File: src/logic/fetchPkg.sv
// Fetch pipeline shared types
// and constants
`default_nettype none

package fetchPkg;

    // --------------------
    // Basic widths
    // --------------------

    // Fetch virtual address, equal to physical here
    typedef logic [31:0] vAddrT;
    // One instruction word
    typedef logic [31:0] instWordT;
    // One bit per slot of a 4-word block
    typedef logic [3:0] instEnT;
    // Exception code
    typedef logic [4:0] excCodeT;
    // Four words, one cache line
    typedef logic [127:0] lineDataT;

    // Miss handling in the control FSM
    typedef enum logic [1:0] {
        MISS_IDLE,
        MISS_WAIT,
        MISS_FILL
    } missStateT;

    // --------------------
    // Pipeline payloads
    // --------------------

    // PC generator to stage 1
    typedef struct packed {
        vAddrT   vAddr;
        instEnT  instEnable;
        logic    hasException;
        excCodeT excCode;
    } fetchReqT;

    // Stage 1 to stage 2
    typedef struct packed {
        fetchReqT req;
        logic     isCanceled;
    } stage1T;

    // Stage 2 to stage 3 and on to the decoder
    typedef struct packed {
        vAddrT    vAddr;
        lineDataT insts;
        instEnT   instEnable;
        logic     hasException;
        excCodeT  excCode;
    } fetchBlockT;

    // Refill line from outside memory
    typedef struct packed {
        vAddrT    lineAddr;
        lineDataT data;
    } refillT;

    // Fixed addresses and codes
    localparam vAddrT   RESET_PC   = 32'hBFC00000;
    localparam vAddrT   EXC_VECTOR = 32'hBFC00380;
    localparam excCodeT EXC_ADEL   = 5'd4;
    localparam excCodeT NO_EXC     = 5'd0;

endpackage

`default_nettype wire

File: src/logic/thirdCacheStage.sv
// Instruction cache stage 3, output to decoder
`timescale 1ns/1ps
`default_nettype none

module thirdCacheStage (
    input  logic                 clk,
    input  logic                 arstN_i,
    input  logic                 s2Valid_i,
    input  logic                 s2Hit_i,
    input  fetchPkg::fetchBlockT s2Block_i,
    input  logic                 cancel_i,
    input  logic                 outAllowin_i,
    output logic                 s3Allowin_o,
    output logic                 outValid_o,
    output fetchPkg::fetchBlockT outBlock_o
);
    import fetchPkg::*;

    logic       hasData;
    logic       s2Ready;
    fetchBlockT block;

    // --------------------
    // Capture condition
    // --------------------
    // Hits, forwarded fills and exception entries are all ready
    assign s2Ready = s2Valid_i & (s2Hit_i | s2Block_i.hasException);

    // Free when empty or the decoder takes it now
    assign s3Allowin_o = ~hasData | outAllowin_i;

    // Valid level
    always_ff @(posedge clk or negedge arstN_i) begin
        if (!arstN_i) begin
            hasData <= 1'b0;
        end else if (cancel_i) begin
            // Old path block dropped
            hasData <= 1'b0;
        end else if (s3Allowin_o) begin
            hasData <= s2Ready;
        end
    end

    // Block register, held under back-pressure
    always_ff @(posedge clk) begin
        if (s3Allowin_o && s2Ready) begin
            block <= s2Block_i;
        end
    end

    assign outValid_o = hasData;
    assign outBlock_o = block;

endmodule

`default_nettype wire

File: config.mk
export PLATFORM = sky130hd
export DESIGN_NAME = thirdCacheStage
export DESIGN_NICKNAME = d
export VERILOG_FILES = /design/src/logic/fetchPkg.sv /design/src/logic/thirdCacheStage.sv
export SDC_FILE = /design/constraint.sdc
export NUM_CORES = 1
export LEC_CHECK = 0
export ABC_AREA = 1
export BUFFER_PORTS_ARGS = -buffer_cell sky130_fd_sc_hd__buf_2
export CORE_AREA = 8 8 128 130
export CTS_CLUSTER_SIZE = 28
export DETAILED_ROUTE_END_ITERATION = 12
export DIE_AREA = 0 0 136 138
export PLACE_DENSITY = 0.71
export SLEW_MARGIN = 20
export SYNTH_ARGS = -nofsm -noshare
export SYNTH_HDL_FRONTEND = slang
export SYNTH_SLANG_ARGS = --single-unit
File: constraint.sdc
create_clock -name clk -period 17.8 [get_ports clk]
set_input_delay 0.89 -clock clk [delete_from_list [all_inputs] [get_ports clk]]
set_output_delay 0.89 -clock clk [all_outputs]
set_load 0.05 [all_outputs]
After elaboration in Yosys (flattened, before gate mapping)
Index checks and enable logic that the tools add are counted.
Storage, ports and cells
  bits in registers: 171
  input bits: 176
  word-level logic and storage cells: 14
Cells by class
  multiplexer cells: 2
  bitwise operators: 4
  reductions and logical operators: 2
Operators by type and width (number)
  two-way mux 1 bit: 2
  OR 1 bit: 2
  nonzero test 2 bit: 1
  bitwise AND 1 bit: 1
  logical AND 1 bit: 1
  inverter 1 bit: 1

Depth between registers and ports, before layout
  word-level depth: 4
  mapped depth: 4
  depth with buffers taken out: 4

Least setup slack after synthesis
No wires, ideal clock.
  path type: input port to flip-flop
  from: input s2Hit_i
  to: register block, in the netlist outBlock_o[0] (enable)
  data arrival time: 8.154 ns
  required time: 17.093 ns
  setup slack: 8.939 ns
  stages: 4
  cell sequence: inv_1 -> nand2_1 -> nand2_1 -> nor2_1
Between the ends
  word-level cells in the longest chain between the ends: 3
RTL lines
  start, declared: line thirdCacheStage.sv:9  | input logic s2Hit_i,
  OR 1 bit: line thirdCacheStage.sv:27  | assign s2Ready = s2Valid_i & (s2Hit_i | s2Block_i.hasException);
  bitwise AND 1 bit: line thirdCacheStage.sv:27
  logical AND 1 bit: line thirdCacheStage.sv:46  | if (s3Allowin_o && s2Ready) begin
  end signal, assigned: line thirdCacheStage.sv:47  | block <= s2Block_i;
  end, declared: line thirdCacheStage.sv:21  | fetchBlockT block;
No other way between the ends.
A chain may end at the register's enable or synchronous reset.

Worst setup path in the final report
  from: input s2Block_i[5] (netlist bit)
  to: register block, in the netlist outBlock_o[60] (enable)
Between the ends
  word-level cells in the longest chain between the ends: 3
RTL lines
  start, declared: line thirdCacheStage.sv:10  | input fetchPkg::fetchBlockT s2Block_i,
  OR 1 bit: line thirdCacheStage.sv:27
  bitwise AND 1 bit: line thirdCacheStage.sv:27
  logical AND 1 bit: line thirdCacheStage.sv:46
No other way between the ends.

==> flow_results.org <==
** Status
- The flow ran to the end, and the final reports show no timing, DRC or antenna violations.

** Synthesis
- Post-Synthesis Cells :: 183
- The number of nets in the synthesized netlist is roughly 360.
- After synthesis, the largest area contributor takes up 98.5% of total cell area.
- Top post-synthesis cells by area :: edfxtp_1 98%, dfrtp_1 0.48%, inv_1 0.36%, nand2_1 0.29%, nor2_4 0.22%
- A synthesized cell averages 28.3 um2.
- Of all cell types, the one taking the most synthesized area is edfxtp_1.
- Number of distinct library cells after synthesis :: 7
- Area of the mapped netlist :: 5180 um2
- Yosys printed 0 warnings.
- In this run, synthesis produced a sequential element count of 171.
- The share of the Yosys chip area taken by registers is a little under 100%.

** Layout
- N_diodes :: 0
- In the layout the commonest cells are 347 x buf_2, 170 x edfxtp_1, 17 x clkbuf_16.
- Of the cells placed in the final design, the portion with a size suffix greater than 1 is 67.7%.
- Most common cell after layout, fill and taps aside :: buf_2
- Footprint of the multi-input gates :: 42.5 um2
- Count of filler cells inserted in the layout :: 1181
- The area growth from synthesis to layout is 49.1%.
- In the final design database the tool counted 727 nets.
- Register cell area after layout :: 5130 um2

** Clock network
- Buffers inserted by post-CTS timing repair :: 0
- The tree is rooted in a clkbuf_16.
- CTS built an H-tree with a depth of 4.
- TritonCTS built the clock tree.
- Cells resized by post-CTS repair :: 0
- Total clock buffers created by CTS :: 17
- Number of clock sinks :: between 150 and 200
- Later-pin clock latency in the skew report :: approximately 420 ps
- Clock transition at the registers of the reported paths :: 60 ps
- The number of hold buffers added after CTS was 0.
- Buffer depth of the longest clock path :: 2

** Critical path
- The worst register-to-register path begins at outValid_o.
- Following the worst setup path forward leads to its endpoint at outBlock_o[60].
- Sort of element at the start of the critical path :: primary input
- Required time of the critical path :: 17840 ps
- Crit path max fanout :: 91
- R2R Path End :: outBlock_o[60]
- The worst register-to-register path has a setup slack of 15230 ps.
- Beginning of the critical path :: s2Block_i[5]
- STA classifies the critical path endpoint as a flop.
- Data arrival time of the critical path :: 2800 ps
- By startpoint and endpoint, the worst setup path is classified as in -> reg.
- Measured in cells, the most critical reg-to-reg path has a length of 5.

** STA
- Setup repair after global routing missed its margin :: no
- Setup clock skew after layout :: 9.38 ps
- Setup slack on the critical path of the routed design comes to 15050 ps.
- Transition time at the pin with the least slew margin :: ~980 ps
- After routing, the total negative slack on setup checks comes to 0 ps.
- Final critical path time including I/O delays and setup :: about 2800 ps
- Hold Vio Cnt, Final :: 0
- Max_slew headroom :: 34.9%
- For this run, the top clock speed supported by timing is approximately 360 MHz.
- Final Slew Violations :: 0
- After layout, the worst path uses 15.5% of the clock period.
- Number of setup violations in the final report :: 0

** Route
- Total wirelength of the detailed-routed design :: 14.4 mm
- Using the TritonRoute via totals, the vias-per-cell ratio works out to 4.23.
- Once detail routing completed, the nets flagged for antenna violations numbered 0.
- Final routed DRC violation total :: 0
- Count of routing violations after the opening detailed-route iteration :: 132
- Dividing the detail-routed wire length by the instance count gives 19.2 um.
- Total vias in the final route :: 3167
- Detailed-router iteration count before antenna repair :: 4

** Die
- The die covers between 15000 and 20000 um2.
- Initial Util :: 36.2%
- Height of the chip :: 138 um
- Placeable Area :: 14300 um2
- The die is 136 um wide.
- Count of pins on the block boundary :: 348
- In this run the core area contains 44 standard-cell rows.

** Placed design
- Buffers added on ports :: 347
- Detailed placement finished with a half-perimeter wire length of 11.5 mm.
- Routability congestion estimate from global placement :: 0.808
- At the placement stage, the worst setup path has a slack of 14320 ps.

** Power and ir drop
- For this design the static power due to leakage is 3.31 nW.
- Power after layout :: approximately 0.00095 W
- In this run the power density over the cells is 123 nW/um2.
- Across the VDD grid, the largest voltage drop is 0.0733 mV.

** Global routing
- Via count of the first global-routing pass :: 3484
- Overflow left after global routing :: 0
- Initial antenna violation count :: 1
- Largest net degree at the start of global routing :: 92
- Wire length of the first global-routing pass :: between 20 and 25 mm
- GRT Overall Usage :: 14.8%

** Worst hold path
- The worst hold path belongs to the class in -> async.

** Run
- Max-cap violations in this run came to 0.
[state kept, by name, summed over array words and instances (netlist names)]
register,count
outValid_o,1
outBlock_o,170
[critical path: stages]
cell and delay, ps:
buf_2 90, inv_1 40, nand2_1 60, nand2_1 80
nor2_4 70, buf_4 730, buf_6 670
[logic make-up (layout without fill, tap and decap cells)]
group | after synthesis | count (layout) | synth area share, %
flip-flops | 171 | 171 | 99.0
AND/OR/NAND/NOR | 7 | 7 | 0.676
buffers and inverters | 5 | 386 | 0.362
[how the worst min path moves through the flow]
stage / start / endpoint / cells after the start
global placement: outValid_o / outValid_o / 4
finish: arstN_i / outValid_o / 1
CTS: arstN_i / outValid_o / 1
detailed placement: outValid_o / outValid_o / 4
global route: arstN_i / outValid_o / 1
floorplan: arstN_i / outValid_o / 0
[synthesized netlist by cell type]
master and number:
nand2_1 4, edfxtp_1 170, nor2_4 1, inv_1 5, nor2_1 1, dfrtp_1 1, nand3_1 1
[report_power, final]
group | switching (W) | total, W | internal (W)
clock network | 0.000148 | 0.000339 | 0.000192
registers | 0.00000571 | 0.000478 | 0.000472
logic | 0.000105 | 0.000133 | 0.0000285
[through the flow]
stage / hold WS, ps / area (um2) / utilization, % / std cells
2_1_floorplan: 594 / 5180 / - / 183
3_3_place_gp: 626 / 7170 / 50.1 / 716
3_5_place_dp: 652 / 7170 / 50.1 / 716
4_1_cts: 221 / 7720 / 54.0 / 748
5_1_grt: 214 / 7730 / 54.0 / 748
6_report: 243 / 7730 / 54.0 / 748
[final cells by class]
class                      instances  share of cell area [%]
sequential                       171                    66.4
inverter                           5                   0.243
clock buffer                      17                    5.51
tap                              184                    2.98
multi-input combinational          7                   0.551
clock inverter                    15                    1.62
timing repair buffer             349                    22.7
[layer usage]
layer  wire, um  share of wire (%)  vias to the layer above  track usage (%)
li1           -                  -                     1474                -
met1       4660                 32                     1468             13.8
met2       7320                 51                      204             25.2
met3       2140                 15                       19             9.71
met4        233                1.6                        2             5.55
met5         10              0.070                        -                0
(Power assumes the default switching activity.)
