[src/logic/fetchPkg.sv]
// Fetch pipeline shared types
// and constants
`default_nettype none

package fetchPkg;

    // --------------------
    // Basic widths
    // --------------------

    // Fetch virtual address, equal to physical here
    typedef logic [31:0] vAddrT;
    // One instruction word
    typedef logic [31:0] instWordT;
    // One bit per slot of a 4-word block
    typedef logic [3:0] instEnT;
    // Exception code
    typedef logic [4:0] excCodeT;
    // Four words, one cache line
    typedef logic [127:0] lineDataT;

    // Miss handling in the control FSM
    typedef enum logic [1:0] {
        MISS_IDLE,
        MISS_WAIT,
        MISS_FILL
    } missStateT;

    // --------------------
    // Pipeline payloads
    // --------------------

    // PC generator to stage 1
    typedef struct packed {
        vAddrT   vAddr;
        instEnT  instEnable;
        logic    hasException;
        excCodeT excCode;
    } fetchReqT;

    // Stage 1 to stage 2
    typedef struct packed {
        fetchReqT req;
        logic     isCanceled;
    } stage1T;

    // Stage 2 to stage 3 and on to the decoder
    typedef struct packed {
        vAddrT    vAddr;
        lineDataT insts;
        instEnT   instEnable;
        logic     hasException;
        excCodeT  excCode;
    } fetchBlockT;

    // Refill line from outside memory
    typedef struct packed {
        vAddrT    lineAddr;
        lineDataT data;
    } refillT;

    // Fixed addresses and codes
    localparam vAddrT   RESET_PC   = 32'hBFC00000;
    localparam vAddrT   EXC_VECTOR = 32'hBFC00380;
    localparam excCodeT EXC_ADEL   = 5'd4;
    localparam excCodeT NO_EXC     = 5'd0;

endpackage

`default_nettype wire

[src/logic/fetchCtrl.sv]
// Fetch control, miss FSM and allowin chain
`timescale 1ns/1ps
`default_nettype none

module fetchCtrl (
    input  logic clk,
    input  logic arstN_i,
    input  logic redirectValid_i,
    input  logic flush_i,
    input  logic s1Valid_i,
    input  logic s2Valid_i,
    input  logic s2Hit_i,
    input  logic s2HasExc_i,
    input  logic refillValid_i,
    input  logic s3Allowin_i,
    output logic issue_o,
    output logic s2Allowin_o,
    output logic cancel_o,
    output logic missReq_o
);
    import fetchPkg::*;

    missStateT state;
    missStateT stateNext;
    logic      s2Ready;
    logic      s2Miss;
    logic      s2Leave;
    logic      missPending;

    // Either event kills everything in flight
    assign cancel_o = redirectValid_i | flush_i;

    // Stage 2 can go on a hit, a forwarded fill, or an exception
    assign s2Ready     = s2Hit_i | s2HasExc_i;
    assign s2Miss      = s2Valid_i & ~s2Ready;
    assign s2Leave     = s2Valid_i & s2Ready & s3Allowin_i;
    assign missPending = (state == MISS_WAIT);

    // --------------------
    // Allowin chain
    // --------------------
    assign s2Allowin_o = ~missPending & (~s2Valid_i | (s2Ready & s3Allowin_i));
    // Stage 1 takes a new request when empty or moving on
    assign issue_o     = ~s1Valid_i | s2Allowin_o;

    // Level request, low once the refill has been seen
    assign missReq_o = s2Miss & (state != MISS_FILL);

    // --------------------
    // Miss FSM
    // --------------------
    always_comb begin
        stateNext = state;
        unique case (state)
            MISS_IDLE: begin
                // Refill may already be on the port in the same cycle
                if (s2Miss) begin
                    stateNext = refillValid_i ? MISS_FILL : MISS_WAIT;
                end
            end
            MISS_WAIT: begin
                if (refillValid_i || !s2Miss) begin
                    stateNext = MISS_FILL;
                end
            end
            MISS_FILL: begin
                if (!s2Valid_i || s2Leave) begin
                    stateNext = MISS_IDLE;
                end else if (s2Miss) begin
                    // Refill was for an abandoned line, keep asking
                    stateNext = MISS_WAIT;
                end
            end
            default: stateNext = MISS_IDLE;
        endcase
        if (cancel_o) begin
            stateNext = MISS_IDLE;
        end
    end

    always_ff @(posedge clk or negedge arstN_i) begin
        if (!arstN_i) begin
            state <= MISS_IDLE;
        end else begin
            state <= stateNext;
        end
    end

endmodule

`default_nettype wire

[config.mk]
export PLATFORM = sky130hd
export DESIGN_NAME = fetchCtrl
export DESIGN_NICKNAME = d
export VERILOG_FILES = /design/src/logic/fetchPkg.sv /design/src/logic/fetchCtrl.sv
export SDC_FILE = /design/constraint.sdc
export NUM_CORES = 1
export LEC_CHECK = 0
export ABC_AREA = 1
export ABC_CLOCK_PERIOD_IN_PS = 1800
export BUFFER_PORTS_ARGS = -buffer_cell sky130_fd_sc_hd__buf_4
export CAP_MARGIN = 20
export CORE_AREA = 2 2 39 41
export DETAILED_ROUTE_END_ITERATION = 6
export DIE_AREA = 0 0 41 43
export GPL_ROUTABILITY_DRIVEN = 0
export HOLD_SLACK_MARGIN = 0.02
export PLACE_DENSITY_LB_ADDON = 0.25
export SLEW_MARGIN = 20
export SYNTH_ARGS = -nofsm -noshare
export SYNTH_HDL_FRONTEND = slang
export SYNTH_SLANG_ARGS = --single-unit
[constraint.sdc]
create_clock -name clk -period 1.8 [get_ports clk]
set_input_delay 0.36 -clock clk [delete_from_list [all_inputs] [get_ports clk]]
set_output_delay 0.36 -clock clk [all_outputs]
set_load 0.1 [all_outputs]
=== Word-level counts from Yosys, hierarchy flattened ===
Index checks and enable logic that the tools add are counted.

* Equal/unequal tests: 6
* Mux-type cells: 7
* Bitwise operators: 14
* Reduce and logical (&&, ||, !) cells: 6

{| class="wikitable"
|+ Operator list
! cell !! count
|-
| $mux W2 || 6
|-
| $and A1 B1 Y1 || 6
|-
| $pmux W2 S3 || 1
|-
| $ne A4 B4 Y1 const B || 1
|-
| $not A1 Y1 || 4
|-
| $or A1 B1 Y1 || 4
|-
| $ne A3 B2 Y1 const B || 1
|-
| $ne A3 B3 Y1 const B || 1
|-
| $reduce_and A3 Y1 || 1
|-
| $eq A2 B1 Y1 const B || 1
|-
| $eq A2 B2 Y1 const B || 1
|-
| $logic_not A1 Y1 || 2
|-
| $logic_not A2 Y1 || 1
|-
| $logic_or A1 B1 Y1 || 2
|-
| $ne A2 B2 Y1 const B || 1
|}

* Bits in registers: 2
* Input port bits: 10
* Output and inout port bits: 4
* Word-level logic and storage cells: 34

=== Longest topological paths before layout ===
Gate-level depths: netlist (run 1).

* Depth after elaboration: 8
* Mapped depth: 7

=== Worst setup path after synthesis (run 1) ===
Ideal clock, no wire load.

* Kind: input-to-output
* Start point: input port s2HasExc_i
* End point: output port issue_o
* Arrival time: 1.921 ns
* Required time: 1.440 ns
* Slack: -0.481 ns
* Cell stages on the path: 4
* Path through: nor2_1 nand2_1 nand2_1 o21ai_1

* Cells in the longest elaborated chain, start to end: 5

{| class="wikitable"
|+ Ends and longest elaborated chain
! element !! RTL line !! text
|-
| start: declaration || fetchCtrl.sv:13 || <nowiki>input logic s2HasExc_i,</nowiki>
|-
| $or A1 B1 Y1 || fetchCtrl.sv:34 || <nowiki>assign s2Ready = s2Hit_i | s2HasExc_i;</nowiki>
|-
| $and A1 B1 Y1 || fetchCtrl.sv:42 || <nowiki>assign s2Allowin_o = ~missPending & (~s2Valid_i | (s2Ready & s3Allowin_i));</nowiki>
|-
| $or A1 B1 Y1 || fetchCtrl.sv:42 ||
|-
| $and A1 B1 Y1 || fetchCtrl.sv:42 ||
|-
| $or A1 B1 Y1 || fetchCtrl.sv:44 || <nowiki>assign issue_o = ~s1Valid_i | s2Allowin_o;</nowiki>
|-
| end: declaration || fetchCtrl.sv:16 || <nowiki>output logic issue_o,</nowiki>
|}

Every way passes these cells.

=== Worst setup path in the final report (run 1) ===
* Start point: register state[1]
* End point: output port missReq_o

* Cells in the longest elaborated chain, start to end: 2

{| class="wikitable"
|+ Ends and longest elaborated chain
! element !! RTL line !! text
|-
| start: declaration || fetchCtrl.sv:23 || <nowiki>missStateT state;</nowiki>
|-
| start signal: assignment || fetchCtrl.sv:85 || <nowiki>state <= stateNext;</nowiki>
|-
| $ne A2 B2 Y1 || fetchCtrl.sv:47 || <nowiki>assign missReq_o = s2Miss & (state != MISS_FILL);</nowiki>
|-
| $and A1 B1 Y1 || fetchCtrl.sv:47 ||
|-
| end: declaration || fetchCtrl.sv:19 || <nowiki>output logic missReq_o</nowiki>
|}

Every way passes these cells.

==> impl_metrics.json, run 1 <==
{
  "status": "finished, final reports clean",
  "period_share_pct": 86.86,
  "largest-register": "state",
  "met2WireLength_um": 287,
  "setup_violations": 0,
  "ioPinCount": 14,
  "syn_area_per_cell_um2": 6.117,
  "ys_warn_count": 0,
  "drc": 0,
  "clk_latency_ns": 0.22,
  "layout.nets": 64,
  "layout_min_cycle_time_ns": 1.563,
  "top_regs": "state x2",
  "drv_slew": 0,
  "die_area_mm2": 0.001763,
  "grt_first_pass_wirelength_um": 828,
  "setup_ws_ns": 0.2366,
  "slew_headroom_pct": 81.62,
  "ys_types": 17,
  "overflow": 0,
  "place.port_buffers": 13,
  "worstPathRequired_ns": 1.44,
  "wl_per_cell_um": 8.162,
  "clockRootBuffer": "clkbuf_4",
  "post-route-util_pct": 26.58,
  "synthAdderAreaFrac_pct": 0,
  "worst_pin_slew_ns": 0.2780,
  "comb_power_share_pct": 41.3,
  "die_width_um": 41,
  "antenna_found_initial": 0,
  "synth_xor_area_share_pct": 0,
  "netlist_top_cells_area": "dfrtp_1 23%, nand2_1 17%, nand3_1 9.1%",
  "ys_seq_area_share_pct": 22.73,
  "fp.coreArea_mm2": 0.001384,
  "synth-compound-area-share_pct": 19.89,
  "arrival_ns": 1.20,
  "cts.clk_slew.worst_paths_ns": 0.03,
  "wl_met1_um": 243,
  "hold_viol_final": 0,
  "dpl_cell_area_um2": 335.3,
  "p_int_uw": 153.8,
  "cts.sinks": 2,
  "skew_ns": 0.0008840,
  "area_growth_pct": 67.05,
  "ir_drop_mv": 0.1864,
  "synthSimpleGateAreaFrac_pct": 42.05,
  "grt_start_max_net_pins": 7,
  "ys_ff_latch": 2,
  "initial_core_util_pct": 15.91,
  "maxCapViolCount": 0,
  "cts.path.max_buffers": 2,
  "start_kind": "flip-flop",
  "syn_nets": 46,
  "cp_max_fo": 6,
  "synthMuxAreaShare_pct": 0,
  "largest_reg_flops": 2,
  "p_sw_share_pct": 38.95,
  "hp-class": "input port to flip-flop",
  "cts.htree.levels": 1,
  "rows": 14,
  "drt-initial-drc-count": 5,
  "fmax_mhz": 639.6,
  "antenna_cells": 0,
  "syn_area_um2": 220.2,
  "tritoncts": "built",
  "power_density_mw_per_mm2": 684.8,
  "antenna_left": 0,
  "yosysTopAreaCellShare_pct": 22.73,
  "vias": 281,
  "power_frac_clock_pct": 38.4,
  "p_switching_uw": 98.10,
  "synthCells": 36,
  "dr.pass1.iters": 3,
  "cts_buffers": 3,
  "routed_wl_um": 555,
  "layout-drive-gt1-share_pct": 50.00,
  "fin_area_um2": 367.9,
  "setup_tns_ns": 0,
  "cts.repair.resized": 0,
  "synth_top_family_by_area": "simple AND/OR/NAND/NOR gates",
  "critPathKind": "flip-flop to primary output",
  "crit_chain": "nand2_2 > inv_2 > nor2_2 > buf_4",
  "wl_met3_um": 24,
  "die_h_um": 43,
  "rsz0062_at_grt": "no",
  "avgViaCountPerCell": 4.132,
  "slowest_stage": "dfrtp_1",
  "power_frac_seq_pct": 20.3,
  "cpPeakStageDelay_ns": 0.44,
  "track_usage_pct": 6.627,
  "yosysTopAreaCell": "dfrtp_1",
  "grt_pass1_vias": 248,
  "p_leak_uw": 0.0001970,
  "dp_hpwl_um": 435.8,
  "cp-end-kind": "primary output",
  "dp_slack_ns": 0.2900,
  "highest_layer": "met3"
}
==> synthesized netlist by cell type, drive strengths merged <==
master and n:
inv 6, nand2 11, nor2 4, a21oi 2
o21ai 2, or2 1, nor3 1, a211oi 1
buf 1, dfrtp 2, o211ai 1, nand3 4
==> cell type report <==
class	count	area, um^2
clock buffers	3	22.52
fillers	157	1016
inverters	6	22.52
multi-input cells	27	145.1
flip-flops and latches	2	50.05
well taps	16	20.02
repair buffers	14	107.6
==> critical path: cells and delay by family, from the launching register on <==
| family | cells | cell delay (ns) |
|---|---|---|
| buffers and inverters | 2 | 0.33 |
| flip-flops | 1 | 0.44 |
| AND/OR/NAND/NOR | 2 | 0.21 |
==> cell families after synthesis <==
| group | Yosys count |
|---|---|
| compound gates | 6 |
| buf+inv | 7 |
| flops | 2 |
| simple gates | 21 |
==> cell usage in the layout, fill, tap and decap left out <==
master	n
buf_4	13
nor2_1	1
inv_1	3
dfrtp_1	2
a21oi_1	1
or2_1	1
a21oi_2	1
o211ai_2	1
o21ai_0	1
nand3_1	4
nand2_2	1
nor2_2	3
a211oi_1	1
clkbuf_4	3
o21ai_2	1
nand2_1	10
inv_2	3
nor3_1	1
dlygate4sd3_1	1
==> repair_timing <==
item,4_1_cts,5_1_grt
buffers inserted,0,0
endpoints found under the hold margin,2,0
hold buffers,1,0
==> power groups by stage <==
stage          sequential (uW)  clock [uW]  combinational, uW
6_report                  51.1        96.8                104
5_1_grt                   51.5         100                111
4_1_cts                   51.2        99.3                105
3_5_place_dp              51.7           0                103
3_3_place_gp              51.7           0                103
2_1_floorplan             50.8           0               76.0
==> final timing paths <==
kind | slack (ns) | to | depth (start not counted) | from
worst max register to register | 0.59 | state[0] | 6 | state[1]
worst max-delay path | 0.24 | missReq_o | 4 | state[1]
min in group asynchronous | 0.46 | state[1] | 2 | arstN_i
max in group asynchronous | 1.25 | state[0] | 2 | arstN_i
worst min-delay path | 0.45 | state[0] | 4 | refillValid_i
worst min register to register | 0.65 | state[1] | 2 | state[1]
==> per-layer routing <==
layer | track usage [%] | vias up
met2 | 10.94 | 7
met1 | 8.039 | 126
met4 | 4.000 | 0
li1 | - | 148
met3 | 0 | 0
met5 | 0 | -
==> through the flow <==
stage / hold WS [ns] / total power (uW) / cells
6_report: 0.4512 / 251.9 / 68
5_1_grt: 0.4547 / 262.7 / 68
4_1_cts: 0.4440 / 255.2 / 68
3_5_place_dp: 0.1425 / 154.6 / 64
3_3_place_gp: 0.1426 / 154.5 / 64
2_1_floorplan: 0.06441 / 126.8 / 36
No activity file was read; power rests on OpenSTA's default activity.
==> inputs of run 2 (changes only) <==
==> constraint.sdc (replaced) <==
create_clock -name clk -period 1.8 [get_ports clk]
set_input_delay 0.09 -clock clk [delete_from_list [all_inputs] [get_ports clk]]
set_output_delay 0.09 -clock clk [all_outputs]
set_load 0.1 [all_outputs]
==> run 2 against run 1 <==
Hold slack got worse by 0.29 ns. Clock power increased by 6%. Cell count unchanged. Utilization unchanged.
==> impl_metrics.json, run 2 (synthesized netlist as in run 1, its figures left out) <==
{
  "status": "finished, final reports clean",
  "die_h_um": 43,
  "fp.coreArea_mm2": 0.001384,
  "cts.htree.levels": 1,
  "fin_area_um2": 367.9,
  "top_regs": "state x2",
  "cp-end-kind": "primary output",
  "tritoncts": "built",
  "layout_commonest_cell": "buf_4",
  "layout-drive-gt1-share_pct": 50.00,
  "setup_violations": 0,
  "nFillCells": 159,
  "p_int_uw": 154.2,
  "fmax_mhz": 775.6,
  "dpl_cell_area_um2": 335.3,
  "layout_min_cycle_time_ns": 1.289,
  "power_density_mw_per_mm2": 699.7,
  "comb_power_share_pct": 40.3,
  "critPathKind": "flip-flop to primary output",
  "die_width_um": 41,
  "worst_pin_slew_ns": 0.2778,
  "arrival_ns": 1.20,
  "cts.repair.resized": 0,
  "r2r_setup_slack_ns": 0.61,
  "slew_headroom_pct": 81.63,
  "track_usage_pct": 7.530,
  "routed_wl_um": 509,
  "crit_chain": "nand2_2 > inv_2 > nor2_2 > buf_4",
  "hold_viol_final": 0,
  "vias": 272,
  "power_frac_clock_pct": 40.1,
  "antenna_cells": 0,
  "final_cell_mix": "13 x buf_4, 10 x nand2_1, 4 x nand3_1",
  "maxCapViolCount": 0,
  "drt-initial-drc-count": 1,
  "slowest_stage": "dfrtp_1",
  "largest-register": "state",
  "initial_core_util_pct": 15.91,
  "dr.pass1.iters": 4,
  "cp_max_fo": 6,
  "layout.nets": 64,
  "clockRootBuffer": "clkbuf_4",
  "skew_ns": 0.005684,
  "p_sw_share_pct": 40.09,
  "antenna_found_initial": 0,
  "largest_reg_flops": 2,
  "power_frac_seq_pct": 19.6,
  "area_growth_pct": 67.05,
  "overflow": 0,
  "rsz0062_at_grt": "no",
  "ioPinCount": 14,
  "drc": 0,
  "start_kind": "flip-flop",
  "place.port_buffers": 13,
  "grt_first_pass_wirelength_um": 890,
  "p_switching_uw": 103.2,
  "dp_hpwl_um": 434,
  "clk_latency_ns": 0.23,
  "ir_drop_mv": 0.2579,
  "antenna_left": 0,
  "cts.path.max_buffers": 2,
  "avgViaCountPerCell": 4.000,
  "cts.sinks": 2,
  "cts.clk_slew.worst_paths_ns": 0.03,
  "grt_start_max_net_pins": 7,
  "die_area_mm2": 0.001763,
  "p_leak_uw": 0.0001970,
  "hp-class": "input port to flip-flop",
  "rows": 14,
  "worstPathRequired_ns": 1.71,
  "wl_per_cell_um": 7.485,
  "grt_pass1_vias": 271,
  "cpPeakStageDelay_ns": 0.43,
  "drv_slew": 0,
  "setup_tns_ns": 0,
  "period_share_pct": 71.63,
  "cts_buffers": 3
}
run 2: cell counts in the layout (fill, tap and decap cells not counted):
No cell type changed its count.
run 2: path summary, 6_finish.rpt:
kind,from,to,cells past startpoint
setup / recovery,state[1],missReq_o,4
hold / removal,refillValid_i,state[0],4
setup reg to reg,state[1],state[0],6
hold reg to reg,state[1],state[1],2
max in group asynchronous,arstN_i,state[0],2
min in group asynchronous,arstN_i,state[1],2
run 2: final cells by class:
cell class,instances,area (um^2),share of cell area [%]
Multi-Input combinational cell,27,145.1,39.46
Timing Repair Buffer,14,107.6,29.25
Sequential cell,2,50.05,13.61
Clock buffer,3,22.52,6.122
Inverter,6,22.52,6.122
Tap cell,16,20.02,5.442
run 2: power groups by stage:
stage,clock (uW),sequential [uW],combinational [uW]
final,103,50.6,104
after global routing,112,51.0,111
after CTS,107,50.5,105
after detailed placement,0,51.0,103
after global placement,0,51.0,103
after floorplan,0,50.8,76.0
run 2: what timing repair did:
item,in CTS,in global routing
buffers inserted,0,0
hold endpoints to repair,2,0
hold buffers,1,0
run 2: routing by layer:
metal	share of wire, %	GRT usage [%]	wire (um)	vias up
met2	50	11.88	254	11
met3	6.3	1.571	32	2
met1	40	8.039	203	113
met4	3.7	6.000	19	0
li1	-	-	-	146
met5	0	0	0	-
run 2: critical path, delay by kind of cell (launching register included):
kind | cells | cell delay (ns)
simple gates | 2 | 0.21
flops | 1 | 0.43
buf+inv | 2 | 0.33
run 2: per-stage QoR:
step           utilization, %  worst slack (ns)  instances  power (uW)  hold slack [ns]
2_1_floorplan               -            0.3552         36       126.8          -0.2056
3_3_place_gp            24.23            0.6177         64       154.4          -0.1267
3_5_place_dp            24.23            0.6053         64       154.0          -0.1260
4_1_cts                 26.58            0.4926         68       262.1           0.1598
5_1_grt                 26.58            0.4476         68       273.8           0.1899
6_report                26.58            0.5107         68       257.4           0.1579
