## config.mk

```make
export PLATFORM = sky130hd
export DESIGN_NAME = pcGen
export DESIGN_NICKNAME = d
export VERILOG_FILES = /design/src/logic/fetchPkg.sv /design/src/logic/pcGen.sv
export SDC_FILE = /design/constraint.sdc
export NUM_CORES = 1
export LEC_CHECK = 0
export BUFFER_PORTS_ARGS = -buffer_cell sky130_fd_sc_hd__buf_2
export CAP_MARGIN = 20
export CORE_MARGIN = 5
export CORE_UTILIZATION = 30
export CTS_CLUSTER_DIAMETER = 50
export DETAILED_ROUTE_END_ITERATION = 8
export GPL_ROUTABILITY_DRIVEN = 0
export HOLD_SLACK_MARGIN = 0.06
export PLACE_DENSITY = 0.66
export SLEW_MARGIN = 20
export SYNTH_ARGS = -nofsm -noshare
export SYNTH_HDL_FRONTEND = slang
export SYNTH_SLANG_ARGS = --single-unit
```

## constraint.sdc

```tcl
create_clock -name clk -period 1.6 [get_ports clk]
set_input_delay 0.16 -clock clk [delete_from_list [all_inputs] [get_ports clk]]
set_output_delay 0.16 -clock clk [all_outputs]
set_load 0.005 [all_outputs]
```

## src/logic/fetchPkg.sv

```systemverilog
// Fetch pipeline shared types
// and constants
`default_nettype none

package fetchPkg;

    // --------------------
    // Basic widths
    // --------------------

    // Fetch virtual address, equal to physical here
    typedef logic [31:0] vAddrT;
    // One instruction word
    typedef logic [31:0] instWordT;
    // One bit per slot of a 4-word block
    typedef logic [3:0] instEnT;
    // Exception code
    typedef logic [4:0] excCodeT;
    // Four words, one cache line
    typedef logic [127:0] lineDataT;

    // Miss handling in the control FSM
    typedef enum logic [1:0] {
        MISS_IDLE,
        MISS_WAIT,
        MISS_FILL
    } missStateT;

    // --------------------
    // Pipeline payloads
    // --------------------

    // PC generator to stage 1
    typedef struct packed {
        vAddrT   vAddr;
        instEnT  instEnable;
        logic    hasException;
        excCodeT excCode;
    } fetchReqT;

    // Stage 1 to stage 2
    typedef struct packed {
        fetchReqT req;
        logic     isCanceled;
    } stage1T;

    // Stage 2 to stage 3 and on to the decoder
    typedef struct packed {
        vAddrT    vAddr;
        lineDataT insts;
        instEnT   instEnable;
        logic     hasException;
        excCodeT  excCode;
    } fetchBlockT;

    // Refill line from outside memory
    typedef struct packed {
        vAddrT    lineAddr;
        lineDataT data;
    } refillT;

    // Fixed addresses and codes
    localparam vAddrT   RESET_PC   = 32'hBFC00000;
    localparam vAddrT   EXC_VECTOR = 32'hBFC00380;
    localparam excCodeT EXC_ADEL   = 5'd4;
    localparam excCodeT NO_EXC     = 5'd0;

endpackage

`default_nettype wire

```

## src/logic/pcGen.sv

```systemverilog
// Fetch PC generator
`timescale 1ns/1ps
`default_nettype none

module pcGen (
    input  logic              clk,
    input  logic              arstN_i,
    input  logic              issue_i,
    input  logic              cancel_i,
    input  logic              redirectValid_i,
    input  fetchPkg::vAddrT   redirectPc_i,
    output fetchPkg::fetchReqT fetchReq_o
);
    import fetchPkg::*;

    vAddrT pc;
    vAddrT seqPc;
    logic  misaligned;

    // Next block is aligned, whatever the current word offset
    assign seqPc = {pc[31:4], 4'b0000} + 32'd16;

    // Word alignment check
    assign misaligned = (pc[1:0] != 2'b00);

    // --------------------
    // Request fields
    // --------------------
    assign fetchReq_o.vAddr        = pc;
    // Slots from the word offset to the end of the block
    assign fetchReq_o.instEnable   = instEnT'(4'b1111 << pc[3:2]);
    assign fetchReq_o.hasException = misaligned;
    assign fetchReq_o.excCode      = misaligned ? EXC_ADEL : NO_EXC;

    // PC register
    always_ff @(posedge clk or negedge arstN_i) begin
        if (!arstN_i) begin
            pc <= RESET_PC;
        end else if (cancel_i) begin
            // Redirect wins over flush when both come
            pc <= redirectValid_i ? redirectPc_i : EXC_VECTOR;
        end else if (issue_i) begin
            pc <= seqPc;
        end
    end

endmodule

`default_nettype wire

```

Word-level counts from Yosys, hierarchy flattened
Index checks and enable logic that the tools add are counted.
{ "totals": {"mem_bits_ro": 0, "wordCells": 9, "reg_bits": 32, "output_inout_bits": 42, "ramBits": 0, "latch_bits": 0, "n_memories": 0} }
{ "classes": {"n_addsub": 1, "eq_ne": 0, "bitwise_logic": 0, "shift": 1, "multipliers": 0, "n_reduce_logical": 2, "n_lt_le_gt_ge": 0, "n_mux": 4, "div": 0} }
{ "op_table": {"columns": ["operator", "n"], "rows": [
  ["two-way mux 32 bit", 3],
  ["adder 32 x 5 -> 32 bit (second input constant)", 1],
  ["nonzero test 2 bit", 2],
  ["<< shifter 4 x 2 -> 4 bit (first input constant)", 1],
  ["two-way mux 3 bit", 1]
]} }

Longest topological paths before layout
Gate-level depths: netlist (run 1).
{ "logic_depth": {"word_depth": 3, "mapped_depth": 6, "ltp_nobuf": 5} }

Worst setup path before layout (run 1)
Ideal clock, no wire load.
{ "synth_timing": {"kind": "register -> register", "from": "register pc[4]", "to": "register pc[22]", "n_path_buf": 1, "stages_incl_launch_ff": 7, "synth_period_minus_slack_ns": 1.713, "path_slack_ns": -0.113, "arrival_ns": 1.629, "required_time_ns": 1.517, "cell_sequence": "dfrtp_1 -> ha_1 -> and4_4 -> nand3_4 -> buf_6 -> o31a_1 -> o32a_1"} }
{ "synth_via": {"elab_chain_len": 3} }
{ "synth_lines": {"columns": ["item", "line", "source"], "rows": [
  ["from (decl)", "pcGen.sv:16", "vAddrT pc;"],
  ["from (signal assigned)", "pcGen.sv:41", "pc <= redirectValid_i ? redirectPc_i : EXC_VECTOR;"],
  ["from (signal assigned)", "pcGen.sv:43", "pc <= seqPc;"],
  ["adder 32 x 5 -> 32 bit", "pcGen.sv:21", "assign seqPc = {pc[31:4], 4'b0000} + 32'd16;"],
  ["two-way mux 32 bit", "pcGen.sv:42", "end else if (issue_i) begin"],
  ["two-way mux 32 bit", "pcGen.sv:39", "end else if (cancel_i) begin"]
]} }
Every way passes these cells. The select of a mux whose other input is x is not followed.
A chain may end at the register's enable or synchronous reset.

Final worst setup path (run 1)
{ "layout_timing": {"from": "register pc[5]", "to": "register pc[26]"} }
The elaborated chain is that of the path after synthesis.

==> results of run 1 <==
-- routing by layer --
metal	global-route usage, %	vias to the layer above	routed length [µm]
met4	4.89	0	85
met1	18.9	977	2760
met5	0	-	0
met2	22.6	59	2920
li1	-	1001	-
met3	4.55	7	404
-- what timing repair did --
action	CTS	global route
gates cloned	1	0
endpoints found under the setup margin	10	15
endpoints found under the hold margin	23	0
buffers inserted	1	8
hold buffers	1	0
pin swaps	1	5
gates resized for setup	3	11
-- final timing paths --
kind	depth (start not counted)	endpoint	slack, ns	from
hold reg to reg	1	pc[0]	0.52	pc[0]
setup reg to reg	5	pc[26]	-0.03	pc[5]
max in group asynchronous	2	pc[9]	0.67	arstN_i
hold / removal	3	pc[3]	0.07	redirectPc_i[3]
setup / recovery	5	pc[26]	-0.03	pc[5]
min in group asynchronous	2	pc[1]	0.47	arstN_i
-- cells by family (layout without fill, tap and decap cells) --
logic type / after synthesis / in the layout / share of synthesized area [%]
buf+inv: 22 / 122 / 6.47
compound gates: 44 / 44 / 17.0
fa+ha+maj: 1 / 1 / 0.634
simple gates: 100 / 101 / 29.0
flops: 32 / 32 / 41.2
other cells: 2 / 5 / 0.381
mux: 1 / 1 / 0.507
xor+xnor: 11 / 11 / 4.88
-- final cells by class --
cell class	instances	share of cell area, %
inverters	2	0.270
repair buffers	112	24.8
clock inverters	1	0.180
flip-flops and latches	32	29.2
well taps	77	3.47
multi-input cells	163	39.4
clock buffers	7	2.75
-- critical path, delay by kind of cell, from the launching register on --
kind | cells | cell delay, ns
flops | 1 | 0.39
compound gates | 2 | 0.57
fa+ha+maj | 1 | 0.20
simple gates | 2 | 0.38
-- cell usage after synthesis (all sizes together), types with 2 or more instances --
library cell / number / area [µm²]
buf: 13 / 93.8
a22o: 2 / 17.5
clkbuf: 7 / 26.3
xnor2: 4 / 35.0
nor3b: 2 / 15.0
o21ai: 13 / 65.1
nor2: 7 / 26.3
o22a: 3 / 26.3
xor2: 7 / 61.3
nor2b: 5 / 31.3
dfrtp: 23 / 576
nand4: 14 / 93.8
nand3: 16 / 97.6
and3: 5 / 32.5
a21oi: 2 / 10.0
or2: 2 / 12.5
nand2b: 2 / 12.5
o32a: 7 / 70.1
o21bai: 2 / 15.0
o31a: 7 / 61.3
nor4: 8 / 50.1
nand2: 26 / 97.6
or4: 4 / 30.0
a311oi: 2 / 17.5
dfstp: 9 / 236
and2: 2 / 12.5
inv: 2 / 7.51
and4: 6 / 55.1
conb: 2 / 7.51
-- power by group through the flow --
stage / Combinational [mW] / Clock [mW] / Sequential (mW)
floorplan: 0.192 / 0 / 0.981
global placement: 0.465 / 0 / 0.949
detailed placement: 0.473 / 0 / 0.953
CTS: 0.481 / 0.617 / 0.941
global route: 0.557 / 0.655 / 0.955
finish: 0.505 / 0.597 / 0.945
==> summary.md, run 1 <==
| Metric | Value |
|---|---|
| Comb power frac | roughly a quarter |
| Detail Placement HPWL | 4540 µm |
| Yosys cell types | 45 |
| Mean Syn Cell Area | 9.26 µm² |
| Commonest cells after routing, fill and taps aside | buf_2, buf_4, nand2_1 |
| Register bit total from synthesis | 32 |
| Placed inst area | roughly 0.0025 mm² |
| Commonest non-fill, non-tap cell in the layout | buf_2 |
| Layout Utilization | 43.5% |
| Dominant synthesized flop cell | dfrtp_1 |
| Slew margin rel. | 51.9% |
| Vias after detailed routing | 2044 |
| RSZ-0062 raised after global routing | true |
| Die width | 91.1 µm |
| NumNets Final | 354 |
| Share of cells above drive strength 1 | 44.5% |
| Failing checks | setup timing |
| Initial antenna violation count | 0 |
| Core region area | 0.00639 mm² |
| Setup TNS | -0.0543 ns |
| Gate count of the mapped netlist | around 210 |
| DRT Pass-1 Iters | 4 |
| Syn. warnings | 0 |
| Total Die Area | 0.00830 mm² |
| Clk pwr share | 29.2% |
| Num CTS Buffers | 5 |
| Crit path arrival time | 1.83 ns |
| Multi-input logic area | about 0.0011 mm² |
| Sequential Power Share | 46.1% |
| IO Port Bufs | 73 |
| Startpoint types | flop |
| Vias in the first global route | approximately 2000 |
| Setup slack after layout | -0.0255 ns |
| Max-slew violation count | 0 |
| CTS clock-pin slew for the worst setup and hold paths | 0.07 ns |
| Final wirelength | 6170 µm |
| Achievable frequency | 615 MHz |
| Post-synth ARST share | 100% |
| CTS Buffer Depth | 2 |
| Post-DRT Antenna Nets | 0 |
| Crit Path Class | reg -> reg |
| Biggest regs | pc: 32 flops |
| Max Cap Violations | 0 |
| I/O pin cnt | 79 |
| Routed vias/inst | just over 5 |
| Final Cycle Share | 102% |
| Min Clock Period, post-route | 1.63 ns |
| Gr usage total | 14.4% |
| Slowest CP cell | dfrtp_1 |
| First-pass GRT wire length | around 10000 µm |
| Post-Route Skew | 0.00781 ns |
| Worst-Skew Late Latency | about 0.28 ns |
| Worst-Margin Slew | 0.722 ns |
| Max reg flops | 32 |
| GR Overflow Total | 0 |
| Post-synth EDFFs | 0 |
| Critical Path RT | 1.80 ns |
| Sequential cell area | 812 µm² |
| Net Switching | between 0.5 and 0.6 mW |
| CTS tree | yes |
| Placed Instances | 375 |
| Row count | 29 |
| P per Cell Area | 737 mW/mm² |
| Hold Path Class | in -> reg |
| Worst path cell trace | ha_2 -> and4_4 -> nand3_4 -> o31a_1 -> o32a_1 |
| Final setup vio count | 3 |
| Crit-path max cell delay | 0.39 ns |
| Cell Count, Final, Fillers Out | 394 |
| # DRC | 0 |
| Crit-path max FO | 6 |
| Clk root buf | clkbuf_8 |
| LEAKAGE | 1.24 nW |
| Switching Fraction | 28.9% |
| Initial Util | 30.9% |
| Worst Hold Slack | roughly 0.074 ns |
| Mapped Area | 0.00197 mm² |
| Fin area | 0.00278 mm² |
| Area Overhead vs Synth | 40.8% |
| Clk sinks | 32 |
| Ant diodes | 0 |
| Pwr Total | 2.05 mW |
| Pint | 1.46 mW |
| Pre-CTS setup slack | -0.0589 ns |
| DR iter-0 viols | 81 |
| Fillcell total | 636 |
| Biggest register | pc |
| Largest net degree at the start of global routing | 33 |
| Die Height | 91.1 µm |
| Endpoints failing hold | 0 |
| Post-synthesis sequential area ratio | 41.2% |
| H-tree lvl count | 2 |
| Setup crit end kind | flop |
| Worst vdd ir | 411 µV |
| Status | complete, but fails checks |
| WL per Instance | approximately 16 µm |
(Power assumes the default switching activity.)
==> run 2: changes to the inputs <==
--- a/config.mk
+++ b/config.mk
@@ -7,7 +7,7 @@
 export LEC_CHECK = 0
 export BUFFER_PORTS_ARGS = -buffer_cell sky130_fd_sc_hd__buf_2
 export CAP_MARGIN = 20
-export CORE_MARGIN = 5
+export CORE_MARGIN = 2
 export CORE_UTILIZATION = 30
 export CTS_CLUSTER_DIAMETER = 50
 export DETAILED_ROUTE_END_ITERATION = 8
==> constraint.sdc (replaced) <==
create_clock -name clk -period 1.6 [get_ports clk]
set_input_delay 0.16 -clock clk [delete_from_list [all_inputs] [get_ports clk]]
set_output_delay 0.16 -clock clk [all_outputs]
set_load 0.01 [all_outputs]
==> run 2 against run 1 <==
The run now ends clean. Via count shrank 1.3%. Setup slack gained 0.039 ns. Power grew 6.1%. First-iteration DRC count grew 17%. Maximum frequency grew 2.5%. Final area grew 1.4%. Clock power grew 16%. Highest routed layer unchanged.
==> summary.md, run 2 (same netlist as run 1, synthesis figures left out) <==
| Metric | Value |
|---|---|
| Status | complete, no violations (was complete, but fails checks) |
| Pwr Total | 2.17 mW (was 2.05 mW) |
| Slew margin rel. | 66.6% (was 51.9%) |
| First-pass GRT wire length | 9740 µm (was 9820 µm) |
| Largest net degree at the start of global routing | 40 (was 33) |
| Commonest non-fill, non-tap cell in the layout | buf_2 (unchanged) |
| Critical Path RT | 1.82 ns (was 1.80 ns) |
| Num CTS Buffers | 5 (unchanged) |
| Crit-path max FO | 6 (unchanged) |
| Setup TNS | 0 ns (was -0.0543 ns) |
| Final Cycle Share | 99.1% (was 102%) |
| Routed vias/inst | 5.16 (was 5.19) |
| Row count | 29 (unchanged) |
| Biggest register | pc (unchanged) |
| Worst-Skew Late Latency | 0.28 ns (about the same) |
| Worst hold stages | 3 (unchanged) |
| Crit Path Class | reg -> reg (unchanged) |
| Clk root buf | clkbuf_8 (unchanged) |
| Clk sinks | 32 (unchanged) |
| RSZ-0062 raised after global routing | true (unchanged) |
| Area Overhead vs Synth | 42.9% (was 40.8%) |
| Final wirelength | 5980 µm (was 6170 µm) |
| CTS clock-pin slew for the worst setup and hold paths | 0.07 ns (about the same) |
| GR Overflow Total | 0 (unchanged) |
| Endpoints failing hold | 0 (unchanged) |
| Final setup vio count | 0 (was 3) |
| Worst r2r dst | pc[22] (was pc[26]) |
| Share of cells above drive strength 1 | 47.1% (was 44.5%) |
| Post-DRT Antenna Nets | 0 (unchanged) |
| Ant diodes | 0 (unchanged) |
| Setup crit end | pc[22] (was pc[26]) |
| Max-slew violation count | 0 (unchanged) |
| Biggest regs | pc: 32 flops (unchanged) |
| Initial antenna violation count | 0 (unchanged) |
| Startpoint types | flop (unchanged) |
| DR iter-0 viols | 95 (was 81) |
| LEAKAGE | 1.24 nW (about the same) |
| P per Cell Area | 771 mW/mm² (was 737 mW/mm²) |
| Worst-Margin Slew | 0.500 ns (was 0.722 ns) |
| DRT Pass-1 Iters | 4 (unchanged) |
| Setup slack after layout | 0.0140 ns (was -0.0255 ns) |
| Core region area | 0.00635 mm² (was 0.00639 mm²) |
| NumNets Final | 351 (was 354) |
| Pre-CTS setup slack | -0.00432 ns (was -0.0589 ns) |
| # DRC | 0 (unchanged) |
| Gr usage total | 16.9% (was 14.4%) |
| Fin area | 0.00282 mm² (was 0.00278 mm²) |
| Min Clock Period, post-route | 1.59 ns (was 1.63 ns) |
| CTS tree | yes (unchanged) |
| Vias in the first global route | 2008 (was 2004) |
| I/O pin cnt | 79 (unchanged) |
| Setup crit end kind | flop (unchanged) |
| Achievable frequency | 631 MHz (was 615 MHz) |
| Die Height | 85.1 µm (was 91.1 µm) |
| Max reg flops | 32 (unchanged) |
| Total Die Area | 0.00724 mm² (was 0.00830 mm²) |
| Worst Hold Slack | 0.0776 ns (was 0.0744 ns) |
| Max Cap Violations | 0 (unchanged) |
| Commonest cells after routing, fill and taps aside | buf_2, buf_4, nand2_1 (unchanged) |
| Post-Route Skew | 0.00279 ns (was 0.00781 ns) |
| Crit path arrival time | 1.80 ns (was 1.83 ns) |
| WL per Instance | 15.3 µm (was 15.7 µm) |
| FF-to-FF setup slack | 0.01 ns (was -0.03 ns) |
| CTS Buffer Depth | 2 (unchanged) |
| FF-to-FF path depth | 5 (unchanged) |
| Die width | 85.1 µm (was 91.1 µm) |
| Worst vdd ir | 352 µV (was 411 µV) |
| Initial Util | 31.1% (was 30.9%) |
| Detail Placement HPWL | 4280 µm (was 4540 µm) |
| Vias after detailed routing | 2018 (was 2044) |
| Placed inst area | 0.00261 mm² (was 0.00255 mm²) |
| CP startpoint | pc[5] (unchanged) |
| H-tree lvl count | 2 (unchanged) |
| Reg-to-reg startpoint | pc[5] (unchanged) |
| IO Port Bufs | 73 (unchanged) |
| Hold Path Class | in -> reg (unchanged) |
## run 2: changes by cell type in the layout (fill, tap and decap cells not counted), moves of 2 or more
cell	change
dfrtp_1	-3
nor4_2	+2
buf_4	-2
buf_6	-2
dfrtp_2	+3
nor4_1	-2
clkbuf_8	+2
## run 2: area by class of cell
class                      instances  area, µm²
multi-input combinational        163       1130
sequential                        32        816
tap                               77       96.3
clock buffer                       8        100
inverter                           2       7.51
timing repair buffer             109        671
fill                             648       3530
## run 2: what timing repair did
item	4_1_cts	5_1_grt
gates cloned	1	0
hold buffers	1	0
pin swaps	2	10
buffers inserted	0	2
gates resized for setup	4	13
hold endpoints to repair	32	0
setup endpoints to repair	5	14
## run 2: metal layers
metal	part of all wire, %	global-route usage, %	vias up
li1	-	-	995
met1	43	21.8	966
met2	51	29.0	49
met3	5.1	3.21	8
met4	1.2	4.76	0
met5	0	0	-
## run 2: where the power goes
group	internal, mW	switching, mW
sequential	0.891	0.0642
combinational	0.261	0.263
clock	0.393	0.302
total	1.54	0.629
## run 2: worst min-delay path by stage
stage / slack, ns / to / from
global placement: 0.13 / pc[11] / arstN_i
global route: 0.08 / pc[2] / redirectPc_i[2]
finish: 0.08 / pc[19] / redirectPc_i[19]
CTS: 0.07 / pc[6] / redirectPc_i[6]
detailed placement: 0.13 / pc[14] / arstN_i
floorplan: -0.14 / pc[0] / arstN_i
## run 2: critical path: stages, from the launching register on
cell and delay [ns]:
dfrtp_1 0.40, ha_4 0.15, and4_4 0.26, nand3_4 0.12
o31a_1 0.30, o32a_1 0.28
## run 2: per-stage QoR
stage                     util [%]  cells
after floorplan                  -    216
after global placement        41.0    379
after detailed placement      41.0    379
after CTS                     43.2    389
after global routing          44.4    391
final                         44.4    391
